===== src/design/zcmp_pkg.sv =====
package zcmp_pkg;

  ////////////////////////////////////////////////////////////
  // Sequence kinds and sequencer state
  ////////////////////////////////////////////////////////////

  // Zcmp instruction class, INVALID_INST for anything else
  typedef enum logic [2:0] {
    INVALID_INST,
    PUSH,
    POP,
    POPRET,
    POPRETZ,
    MVSA01,
    MVA01S
  } seq_kind_e;

  // Idle until the first micro-op transfers
  typedef enum logic {
    S_IDLE,
    S_SEQ
  } seq_state_e;

  // Step counter, longest sequence is popretz with 13 registers (16 steps)
  typedef logic [3:0] seq_cnt_t;

  // Number of registers in rlist, 1 to 13
  typedef logic [3:0] rlist_cnt_t;

  // Stack adjustment in bytes, 16 to 112
  typedef logic [6:0] stack_adj_t;

  ////////////////////////////////////////////////////////////
  // Configuration and register-list limits
  ////////////////////////////////////////////////////////////

  // Embedded base ISA, only ra, s0 and s1 exist as saved registers
  localparam logic IS_RV32E = 1'b0;

  // Smallest legal rlist value (ra only)
  localparam logic [3:0] RLIST_MIN = 4'd4;
  // Largest legal rlist value on RV32E (ra, s0, s1)
  localparam logic [3:0] RLIST_MAX_E = 4'd6;

  // Both move instructions are two addi micro-ops
  localparam logic [4:0] LEN_MV = 5'd2;

  ////////////////////////////////////////////////////////////
  // Register numbers and RV32I encoding fields
  ////////////////////////////////////////////////////////////

  localparam logic [4:0] REG_ZERO = 5'd0;
  localparam logic [4:0] REG_RA   = 5'd1;
  localparam logic [4:0] REG_SP   = 5'd2;
  localparam logic [4:0] REG_A0   = 5'd10;
  localparam logic [4:0] REG_A1   = 5'd11;

  localparam logic [6:0] OPC_LOAD   = 7'b0000011;
  localparam logic [6:0] OPC_STORE  = 7'b0100011;
  localparam logic [6:0] OPC_OP_IMM = 7'b0010011;
  localparam logic [6:0] OPC_JALR   = 7'b1100111;

  // Word access for lw and sw
  localparam logic [2:0] F3_WORD = 3'b010;
  // addi and jalr share funct3
  localparam logic [2:0] F3_ADDI = 3'b000;

endpackage

===== src/design/zcmp_seq_top.sv =====
`timescale 1ns/1ps

module zcmp_seq_top (
  input  logic        clk,
  input  logic        rst_n,
  input  logic [15:0] instr_i,
  input  logic        valid_i,
  input  logic        kill_i,
  input  logic        halt_i,
  input  logic        ready_i,
  output logic        ready_o,
  output logic        uop_valid_o,
  output logic        seq_first_o,
  output logic        seq_last_o,
  output logic        illegal_o,
  output logic [31:0] uop_instr_o
);

  import zcmp_pkg::*;

  // Decode results, combinational from instr_i
  seq_kind_e  seq_kind;
  rlist_cnt_t n_regs;
  stack_adj_t stack_adj;
  logic [4:0] r1s;
  logic [4:0] r2s;
  // Current micro-op index
  seq_cnt_t   step;

  ////////////////////////////////////////////////////////////
  // Decode, sequence, encode
  ////////////////////////////////////////////////////////////

  cm_decoder u_dec (
    .instr_i     (instr_i),
    .seq_kind_o  (seq_kind),
    .n_regs_o    (n_regs),
    .stack_adj_o (stack_adj),
    .r1s_o       (r1s),
    .r2s_o       (r2s)
  );

  uop_sequencer u_seq (
    .clk         (clk),
    .rst_n       (rst_n),
    .valid_i     (valid_i),
    .kill_i      (kill_i),
    .halt_i      (halt_i),
    .ready_i     (ready_i),
    .seq_kind_i  (seq_kind),
    .n_regs_i    (n_regs),
    .valid_o     (uop_valid_o),
    .ready_o     (ready_o),
    .seq_first_o (seq_first_o),
    .seq_last_o  (seq_last_o),
    .illegal_o   (illegal_o),
    .step_o      (step)
  );

  uop_encoder u_enc (
    .seq_kind_i  (seq_kind),
    .step_i      (step),
    .n_regs_i    (n_regs),
    .stack_adj_i (stack_adj),
    .r1s_i       (r1s),
    .r2s_i       (r2s),
    .uop_instr_o (uop_instr_o)
  );

endmodule


===== src/design/uop_encoder.sv =====
`timescale 1ns/1ps

module uop_encoder (
  input  zcmp_pkg::seq_kind_e  seq_kind_i,
  input  zcmp_pkg::seq_cnt_t   step_i,
  input  zcmp_pkg::rlist_cnt_t n_regs_i,
  input  zcmp_pkg::stack_adj_t stack_adj_i,
  input  logic [4:0]           r1s_i,
  input  logic [4:0]           r2s_i,
  output logic [31:0]          uop_instr_o
);

  import zcmp_pkg::*;

  // Step is a register load or store
  logic        reg_step;
  // Steps past the register list, 0 is the sp update
  seq_cnt_t    tail;
  logic [4:0]  list_rd;
  // 4*(step-n), negative within the list
  logic [11:0] rel_off;
  logic [11:0] pop_off;
  logic [11:0] neg_adj;
  logic [11:0] pos_adj;

  // I-type word, also covers lw and jalr
  function automatic logic [31:0] enc_i(input logic [11:0] imm, input logic [4:0] rs1,
                                        input logic [2:0] f3, input logic [4:0] rd,
                                        input logic [6:0] opc);
    enc_i = {imm, rs1, f3, rd, opc};
  endfunction

  // S-type word for sw
  function automatic logic [31:0] enc_s(input logic [11:0] imm, input logic [4:0] rs2,
                                        input logic [4:0] rs1);
    enc_s = {imm[11:5], rs2, rs1, F3_WORD, imm[4:0], OPC_STORE};
  endfunction

  // List order ra, s0-s1, s2-s11
  function automatic logic [4:0] list_reg(input seq_cnt_t idx);
    if (idx == 4'd0) begin
      list_reg = REG_RA;
    end else if (idx < 4'd3) begin
      list_reg = 5'd7 + {1'b0, idx};
    end else begin
      list_reg = 5'd15 + {1'b0, idx};
    end
  endfunction

  assign reg_step = (step_i < n_regs_i);
  assign tail     = step_i - n_regs_i;
  assign list_rd  = list_reg(step_i);

  // Offsets and sp adjustments as 12-bit immediates
  assign rel_off = {6'd0, step_i, 2'b00} - {6'd0, n_regs_i, 2'b00};
  assign pos_adj = {5'd0, stack_adj_i};
  assign pop_off = pos_adj + rel_off;
  assign neg_adj = 12'd0 - pos_adj;

  ////////////////////////////////////////////////////////////
  // Micro-op select and assembly
  ////////////////////////////////////////////////////////////

  always_comb begin
    // nop outside any sequence
    uop_instr_o = enc_i(12'd0, REG_ZERO, F3_ADDI, REG_ZERO, OPC_OP_IMM);
    case (seq_kind_i)
      PUSH: begin
        if (reg_step) uop_instr_o = enc_s(rel_off, list_rd, REG_SP);
        else if (tail == 4'd0) uop_instr_o = enc_i(neg_adj, REG_SP, F3_ADDI, REG_SP, OPC_OP_IMM);
      end
      POP, POPRET, POPRETZ: begin
        if (reg_step) begin
          uop_instr_o = enc_i(pop_off, REG_SP, F3_WORD, list_rd, OPC_LOAD);
        end else if (tail == 4'd0) begin
          uop_instr_o = enc_i(pos_adj, REG_SP, F3_ADDI, REG_SP, OPC_OP_IMM);
        end else if ((seq_kind_i == POPRETZ) && (tail == 4'd1)) begin
          // li a0, 0
          uop_instr_o = enc_i(12'd0, REG_ZERO, F3_ADDI, REG_A0, OPC_OP_IMM);
        end else if (seq_kind_i != POP) begin
          // ret
          uop_instr_o = enc_i(12'd0, REG_RA, F3_ADDI, REG_ZERO, OPC_JALR);
        end
      end
      // mv s, a
      MVSA01: begin
        if (step_i == 4'd0) uop_instr_o = enc_i(12'd0, REG_A0, F3_ADDI, r1s_i, OPC_OP_IMM);
        else uop_instr_o = enc_i(12'd0, REG_A1, F3_ADDI, r2s_i, OPC_OP_IMM);
      end
      // mv a, s
      MVA01S: begin
        if (step_i == 4'd0) uop_instr_o = enc_i(12'd0, r1s_i, F3_ADDI, REG_A0, OPC_OP_IMM);
        else uop_instr_o = enc_i(12'd0, r2s_i, F3_ADDI, REG_A1, OPC_OP_IMM);
      end
      default: ;
    endcase
  end

endmodule


===== src/design/uop_sequencer.sv =====
`timescale 1ns/1ps

module uop_sequencer (
  input  logic                 clk,
  input  logic                 rst_n,
  input  logic                 valid_i,
  input  logic                 kill_i,
  input  logic                 halt_i,
  input  logic                 ready_i,
  input  zcmp_pkg::seq_kind_e  seq_kind_i,
  input  zcmp_pkg::rlist_cnt_t n_regs_i,
  output logic                 valid_o,
  output logic                 ready_o,
  output logic                 seq_first_o,
  output logic                 seq_last_o,
  output logic                 illegal_o,
  output zcmp_pkg::seq_cnt_t   step_o
);

  import zcmp_pkg::*;

  seq_cnt_t   seq_cnt_q;
  seq_state_e seq_state_q;

  // Total micro-ops for the current instruction, up to 16
  logic [4:0] seq_len;
  // Decoded instruction is a real Zcmp sequence
  logic       kind_ok;
  logic       last_step;
  // Downstream transfer this cycle
  logic       xfer;

  ////////////////////////////////////////////////////////////
  // Sequence length
  ////////////////////////////////////////////////////////////

  always_comb begin
    case (seq_kind_i)
      // Register transfers plus sp update
      PUSH, POP: seq_len = {1'b0, n_regs_i} + 5'd1;
      // Plus return
      POPRET:    seq_len = {1'b0, n_regs_i} + 5'd2;
      // Plus a0 clear and return
      POPRETZ:   seq_len = {1'b0, n_regs_i} + 5'd3;
      MVSA01, MVA01S: seq_len = LEN_MV;
      default:   seq_len = 5'd0;
    endcase
  end

  assign kind_ok   = (seq_kind_i != INVALID_INST);
  assign last_step = ({1'b0, seq_cnt_q} == (seq_len - 5'd1));

  ////////////////////////////////////////////////////////////
  // Handshake and flags
  ////////////////////////////////////////////////////////////

  // Combinational valid, halt and kill both suppress it
  assign valid_o = valid_i && kind_ok && !halt_i && !kill_i;
  assign xfer    = valid_o && ready_i;

  assign seq_first_o = valid_i && kind_ok && (seq_state_q == S_IDLE);
  assign seq_last_o  = valid_i && kind_ok && last_step;
  assign illegal_o   = valid_i && !kind_ok;

  // Kill drops the instruction at once
  // Otherwise consume on the final transfer, or straight away if illegal
  assign ready_o = kill_i ||
                   (!halt_i && valid_i && (!kind_ok || (ready_i && last_step)));

  assign step_o = seq_cnt_q;

  ////////////////////////////////////////////////////////////
  // Step counter and state
  ////////////////////////////////////////////////////////////

  always_ff @(posedge clk or negedge rst_n) begin
    if (!rst_n) begin
      seq_cnt_q   <= '0;
      seq_state_q <= S_IDLE;
    end else if (kill_i) begin
      seq_cnt_q   <= '0;
      seq_state_q <= S_IDLE;
    end else if (xfer) begin
      if (last_step) begin
        // Back to step 0 for the next instruction
        seq_cnt_q   <= '0;
        seq_state_q <= S_IDLE;
      end else begin
        seq_cnt_q   <= seq_cnt_q + 4'd1;
        seq_state_q <= S_SEQ;
      end
    end
    // Halt or back-pressure: counter and state hold
  end

endmodule


===== src/design/cm_decoder.sv =====
`timescale 1ns/1ps

module cm_decoder (
  input  logic [15:0]          instr_i,
  output zcmp_pkg::seq_kind_e  seq_kind_o,
  output zcmp_pkg::rlist_cnt_t n_regs_o,
  output zcmp_pkg::stack_adj_t stack_adj_o,
  output logic [4:0]           r1s_o,
  output logic [4:0]           r2s_o
);

  import zcmp_pkg::*;

  // Instruction fields
  logic [3:0] rlist;
  logic [1:0] spimm;
  logic       rlist_ok;
  // n*4 rounded up to a multiple of 16
  logic [6:0] adj_base;

  // Compressed saved-register index to register number
  // 0..1 are s0..s1 (x8..x9), 2..7 are s2..s7 (x18..x23)
  function automatic logic [4:0] map_sreg(input logic [2:0] idx);
    if (idx[2:1] == 2'b00) begin
      map_sreg = 5'd8 + {2'b00, idx};
    end else begin
      map_sreg = 5'd16 + {2'b00, idx};
    end
  endfunction

  assign rlist = instr_i[7:4];
  assign spimm = instr_i[3:2];

  // Below 4 is reserved, RV32E stops at s1
  assign rlist_ok = (rlist >= RLIST_MIN) && (!IS_RV32E || (rlist <= RLIST_MAX_E));

  ////////////////////////////////////////////////////////////
  // Instruction class
  ////////////////////////////////////////////////////////////

  always_comb begin
    seq_kind_o = INVALID_INST;
    if (instr_i[1:0] == 2'b10) begin
      case (instr_i[15:10])
        // push and pop share the funct6, bits 9:8 split them
        6'b101110: begin
          if (instr_i[9:8] == 2'b00) seq_kind_o = PUSH;
          else if (instr_i[9:8] == 2'b10) seq_kind_o = POP;
        end
        6'b101111: begin
          if (instr_i[9:8] == 2'b00) seq_kind_o = POPRETZ;
          else if (instr_i[9:8] == 2'b10) seq_kind_o = POPRET;
        end
        // Moves, bits 6:5 select direction
        6'b101011: begin
          if (instr_i[6:5] == 2'b01) seq_kind_o = MVSA01;
          else if (instr_i[6:5] == 2'b11) seq_kind_o = MVA01S;
        end
        default: seq_kind_o = INVALID_INST;
      endcase
    end
    // Push/pop family with a bad rlist is illegal
    if ((seq_kind_o inside {PUSH, POP, POPRET, POPRETZ}) && !rlist_ok) begin
      seq_kind_o = INVALID_INST;
    end
  end

  ////////////////////////////////////////////////////////////
  // Register count, stack adjustment, move registers
  ////////////////////////////////////////////////////////////

  // rlist 15 covers s10 and s11 together
  assign n_regs_o = (rlist == 4'd15) ? 4'd13 : (rlist - 4'd3);

  assign adj_base    = ({1'b0, n_regs_o, 2'b00} + 7'd15) & 7'h70;
  assign stack_adj_o = adj_base + {1'b0, spimm, 4'b0000};

  assign r1s_o = map_sreg(instr_i[9:7]);
  assign r2s_o = map_sreg(instr_i[4:2]);

endmodule


===== config.mk =====
export PLATFORM = sky130hd
export DESIGN_NAME = zcmp_seq_top
export DESIGN_NICKNAME = d
export VERILOG_FILES = /design/src/design/zcmp_pkg.sv /design/src/design/zcmp_seq_top.sv /design/src/design/uop_encoder.sv /design/src/design/uop_sequencer.sv /design/src/design/cm_decoder.sv
export SDC_FILE = /design/constraint.sdc
export NUM_CORES = 1
export LEC_CHECK = 0
export ABC_AREA = 1
export BUFFER_PORTS_ARGS = -buffer_cell sky130_fd_sc_hd__buf_2
export CAP_MARGIN = 20
export CORE_MARGIN = 2
export CORE_UTILIZATION = 55
export CTS_BUF_LIST = sky130_fd_sc_hd__clkbuf_2 sky130_fd_sc_hd__clkbuf_4 sky130_fd_sc_hd__clkbuf_8
export CTS_CLUSTER_SIZE = 12
export DETAILED_ROUTE_END_ITERATION = 12
export PLACE_DENSITY = 0.84
export SLEW_MARGIN = 20
export SYNTH_ARGS = -nofsm -noshare
export SYNTH_HDL_FRONTEND = slang
export SYNTH_SLANG_ARGS = --single-unit
export TNS_END_PERCENT = 10

===== constraint.sdc =====
create_clock -name clk -period 5.4 [get_ports clk]
set_input_delay 0.81 -clock clk [delete_from_list [all_inputs] [get_ports clk]]
set_output_delay 0.81 -clock clk [all_outputs]
set_load 0.03 [all_outputs]

# Word-level counts from Yosys, hierarchy flattened
# Index checks and enable logic that the tools add are counted.
[totals] reg_bits=5
[classes] addsub=18 n_lt_le_gt_ge=3 reduce_logical=28 n_mux=30 bitwise=1 n_eq_ne=21
[ops] operator="32-bit two-way mux" count=5
[ops] operator="32-bit case mux with 4 select lines" count=1
[ops] operator="16-bit two-way mux" count=2
[ops] operator="20-bit two-way mux" count=1
[ops] operator="5-bit two-way mux" count=4
[ops] operator="5-bit case mux with 4 select lines" count=1
[ops] operator="6-bit equality test, second input constant" count=3
[ops] operator="3-bit two-way mux" count=6
[ops] operator="4-bit two-way mux" count=4
[ops] operator="7-bit by 12-bit adder with 12-bit output" count=1
[ops] operator="3-bit by 2-bit equality test with 1-bit output, second input constant" count=4
[ops] operator="3-bit equality test, second input constant" count=4
[ops] operator="1-bit logical AND" count=12
[ops] operator="4-bit by 2-bit adder with 5-bit output, second input constant" count=2
[ops] operator="4-bit by 3-bit adder with 5-bit output, first input constant" count=2
[ops] operator="5-bit by 3-bit adder with 5-bit output, first input constant" count=2
[ops] operator="3-bit case mux with 3 select lines" count=1
[ops] operator="4-bit zero test" count=2
[ops] operator="1-bit by 7-bit subtractor with 8-bit output, first input constant" count=1
[ops] operator="6-bit by 4-bit adder with 7-bit output, second input constant" count=1
[ops] operator="7-bit by 6-bit adder with 7-bit output" count=1
[ops] operator="6-bit by 6-bit subtractor with 7-bit output" count=1
[ops] operator="2-bit equality test, second input constant" count=3
[ops] operator="3-bit by 1-bit equality test with 1-bit output, second input constant" count=2
[ops] operator="other kinds (26)" count=35

# Depth between registers and ports, before layout
[logic_depth] ltp_word=18 mapped_depth=22 ltp_nobuf=22

# Hierarchy
# From an unflattened synthesis, not the netlist that was laid out.
[unflattened] hier_cells=435 area_unflattened_um2=2396.0
[by_module_without_submodules] module="uop_encoder" n_inst=1 area_each_um2=1229.9 cells_per_inst=234
[by_module_without_submodules] module="uop_sequencer" n_inst=1 area_each_um2=698.2 cells_per_inst=121
[by_module_without_submodules] module="cm_decoder" n_inst=1 area_each_um2=467.9 cells_per_inst=80

# Worst setup path after synthesis
# OpenSTA, ideal clock, no wires.
[synth_path] path_kind="input to output" start="input instr_i[4]" end="output uop_instr_o[31]" path_stages=17 required_ns=4.590 arrival_time_ns=4.247 slack_ns=0.343 n_path_buf=1 path_cell_list="ha_1 > nand2_1 > o21ai_2 > inv_1 > ha_1 > xor2_1 > ha_1 > inv_1 > fa_1 > inv_1 > xor2_1 > inv_1 > ha_1 > inv_1 > nor2_1 > o31ai_1 > buf_4"
[synth_via] elab_chain_cells=8
[synth_rtl] item="start: declaration" line_no="zcmp_seq_top.sv:6" text="input logic [15:0] instr_i,"
[synth_rtl] item="4-bit by 2-bit subtractor with 4-bit output / 4-bit equality test (equally long branches)" line_no="cm_decoder.sv:73" text="assign n_regs_o = (rlist == 4'd15) ? 4'd13 : (rlist - 4'd3);"
[synth_rtl] item="4-bit two-way mux" line_no="cm_decoder.sv:73"
[synth_rtl] item="6-bit by 4-bit adder with 7-bit output" line_no="cm_decoder.sv:75" text="assign adj_base = ({1'b0, n_regs_o, 2'b00} + 7'd15) & 7'h70;"
[synth_rtl] item="7-bit by 6-bit adder with 7-bit output" line_no="cm_decoder.sv:76" text="assign stack_adj_o = adj_base + {1'b0, spimm, 4'b0000};"
[synth_rtl] item="1-bit by 7-bit subtractor with 8-bit output" line_no="uop_encoder.sv:58" text="assign neg_adj = 12'd0 - pos_adj;"
[synth_rtl] item="32-bit two-way mux" line_no="uop_encoder.sv:70" text="else if (tail == 4'd0) uop_instr_o = enc_i(neg_adj, REG_SP, F3_ADDI, REG_SP, OPC_OP_IMM);"
[synth_rtl] item="32-bit two-way mux" line_no="uop_encoder.sv:69" text="if (reg_step) uop_instr_o = enc_s(rel_off, list_rd, REG_SP);"
[synth_rtl] item="32-bit case mux with 4 select lines *" line_no="uop_encoder.sv:67" text="case (seq_kind_i)"
[synth_rtl] item="end: declaration" line_no="zcmp_seq_top.sv:16" text="output logic [31:0] uop_instr_o"
# Mark *: on every way between the ends. The rest lies on a longest branch, timed or not.

# Final worst setup path
[layout_path] start="input instr_i[4]" end="output uop_instr_o[26]"
# The elaborated chain is that of the path after synthesis.

==> results.md <==
- Status: completed
- Layout overhead on the synthesized area: 16.3%
- Die Width: 65.0 um
- Cell area power density: 124 nW/um^2
- Asr flop ratio synth: 1.00
- Synth warnings: 0
- Post-CTS sizing: 0
- Achievable frequency: 203 MHz
- Clock root buffer: clkbuf_8
- Mean Syn Cell Area: 6.01 um^2
- Starting Density: 0.567
- Worst reg2reg path endpoint: u_seq.seq_state_q
- RePlAce Congestion: 0.943
- Hold buffer count at CTS: 0
- Hold Vio Cnt, Final: 0
- Stages on the worst setup path: 19
- Hold Crit Class: input port to asynchronous set/reset pin
- HPWL after DPL: 4.23 mm
- FF+latch count, synth: 5
- Critical Path Max Stage Delay: 360 ps
- Gr usage total: 0.255
- Core area: 3610 um^2
- Crit-path leading delay family: adder cells
- Max cap viols: 0
- Sequential share of the synthesized area: 0.0612
- Worst-path clk slew: 40 ps
- Post-Syn Instances: 340
- CTS tree: yes
- 1st-iter DRT viols: 234
- WL final: 5.00 mm
- VDD IR-drop max: 0.167 mV
- EDFF count, synth: 0
- CTS HTree Levels: 1
- Worst-Skew Late Latency: 220 ps
- PortBufs: 53
- WHS: 396 ps
- Final net count: 436
- Most used DFF post-synth: dfrtp_1
- Total CTS buffers: 3
- Num rows: 22
- Mapped Area: 2040 um^2
- # setup viols final: 0
- WL per Instance: 11.4 um
- Pin count of the biggest net entering global routing: 13
- CTS Buffer Depth: 2
- Total grt overflow: 0
- Drt via density: 5.31
- Static leakage: 1.43 nW
- Setup TNS: 0 ps
- Tmin final: 4920 ps
- Die H: 65.0 um
- R2R cell count: 10
- Io pins: 59
- Worst Path Class, Setup: input port to output pin
- First-pass detailed-route iteration total: 4
- Residual DRC: 0
- Worst EP arrival: 4110 ps
- # diodes: 0
- Post-CTS Repair Setup Buffers: 0
- Fin crit share: 0.910
- CP endpoint: uop_instr_o[26]
- DRT antenna net count: 0
- CP endpoint kind: output pin
- RSZ-0062 raised after global routing: false
- Crit-path cells: buf_2 -> ha_1 -> nand2_1 -> o21ai_2 -> inv_1 -> ha_1 -> xor2_1 -> ha_1 -> inv_1 -> fa_1 -> inv_1 -> xor2_1 -> inv_1 -> ha_1 -> nor2_1 -> nor2_1 -> a22oi_1 -> o21ai_0 -> buf_2
- Slowest-stage cell, CP: fa_1
- Fillers: 356
- Vias in the first global route: 2124
- Worst setup path startpoint: instr_i[4]
- Pre-CTS setup slack: 564 ps
- Worst r2r src: u_seq.step_o[3]
- First-pass GRT wire length: 8.85 mm
- Layout cells sized above 1: 0.258
- Synth unique cells: 45
- Data required, critical path: 4590 ps
- Die ar.: 4220 um^2
- Critical path fanouts, max: 5
- Slew Limit Fails: 0
- Worst clock skew: 1.29 ps
- Vias: 2335
- R2r setup slk: 3970 ps
- Initial antenna violation count: 0
- Buf+Inv Stages, Crit Path: 6
- CTS sink count: 5
- Most common cell after layout, fill and taps aside: nand2_1
- Setup crit start kind: input port
- Most frequent cells in the layout: 64 x nand2_1, 53 x inv_1, 53 x buf_2
- Final worst setup slack: 484 ps
## Yosys cell counts, types with 4 or more instances
| master | instances | area [um^2] |
|---|---|---|
| xnor2_1 | 4 | 35.0 |
| o211ai_1 | 4 | 30.0 |
| nand3_1 | 36 | 180 |
| nand4_1 | 7 | 43.8 |
| inv_2 | 10 | 37.5 |
| nand2_2 | 10 | 62.6 |
| xor2_1 | 7 | 61.3 |
| dfrtp_1 | 5 | 125 |
| nor2_2 | 5 | 31.3 |
| o21ai_0 | 13 | 65.1 |
| buf_4 | 7 | 52.6 |
| or2_1 | 4 | 25.0 |
| nor2_1 | 34 | 128 |
| inv_1 | 53 | 199 |
| ha_1 | 18 | 225 |
| nand2_1 | 64 | 240 |
| nand3_2 | 5 | 50.1 |
| a21oi_1 | 8 | 40.0 |
## where the power goes
part	switching, mW	internal (mW)	total [mW]
registers	0.00103	0.0385	0.0395
logic	0.114	0.0658	0.180
clock network	0.0185	0.0557	0.0742
## state kept, by name (all words and copies together) (netlist names)
signal,cells
u_seq.seq_state_q,1
u_seq.step_o,4
## worst min-delay path by stage
stage	startpoint	endpoint	slack, ps
after floorplan	u_seq.seq_state_q	u_seq.seq_state_q	450
after global placement	u_seq.seq_state_q	u_seq.seq_state_q	470
after detailed placement	u_seq.seq_state_q	u_seq.seq_state_q	490
after CTS	rst_n	u_seq.step_o[1]	390
after global routing	rst_n	u_seq.step_o[1]	390
final	rst_n	u_seq.step_o[1]	400
## cell families (layout without fill, tap and decap cells)
kind of cell / Yosys count / in the layout / synth area share
XOR/XNOR: 13 / 13 / 0.0686
adder cells (fa/ha/maj): 21 / 21 / 0.140
AND/OR/NAND/NOR: 176 / 176 / 0.418
buffers and inverters: 74 / 123 / 0.149
other: 2 / 5 / 0.00368
AO/OA/AOI/OAI: 49 / 49 / 0.160
flip-flops: 5 / 5 / 0.0612
## metal layers
metal,track usage,vias to the layer above,routed length [um]
met2,0.450,100,2270
met1,0.338,1025,2320
met5,0,-,0
met3,0.0295,6,382
li1,-,1204,-
met4,0.0426,0,23
## area by class of cell
class,instances,area [um^2],area share
clock buffers,4,48.8,0.0205
inverters,65,244,0.103
multi-input cells,264,1630,0.684
flip-flops and latches,5,125,0.0527
well taps,48,60.1,0.0253
repair buffers,54,273,0.115
## metrics by stage
step | power, mW | cell area [um^2] | util | instances
global placement | 0.214 | 2330 | 0.645 | 436
detailed placement | 0.218 | 2330 | 0.645 | 436
global route | 0.327 | 2380 | 0.659 | 440
CTS | 0.294 | 2380 | 0.659 | 440
floorplan | 0.179 | 2050 | - | 343
finish | 0.294 | 2380 | 0.659 | 440
Power figures use the tool's default switching activity.
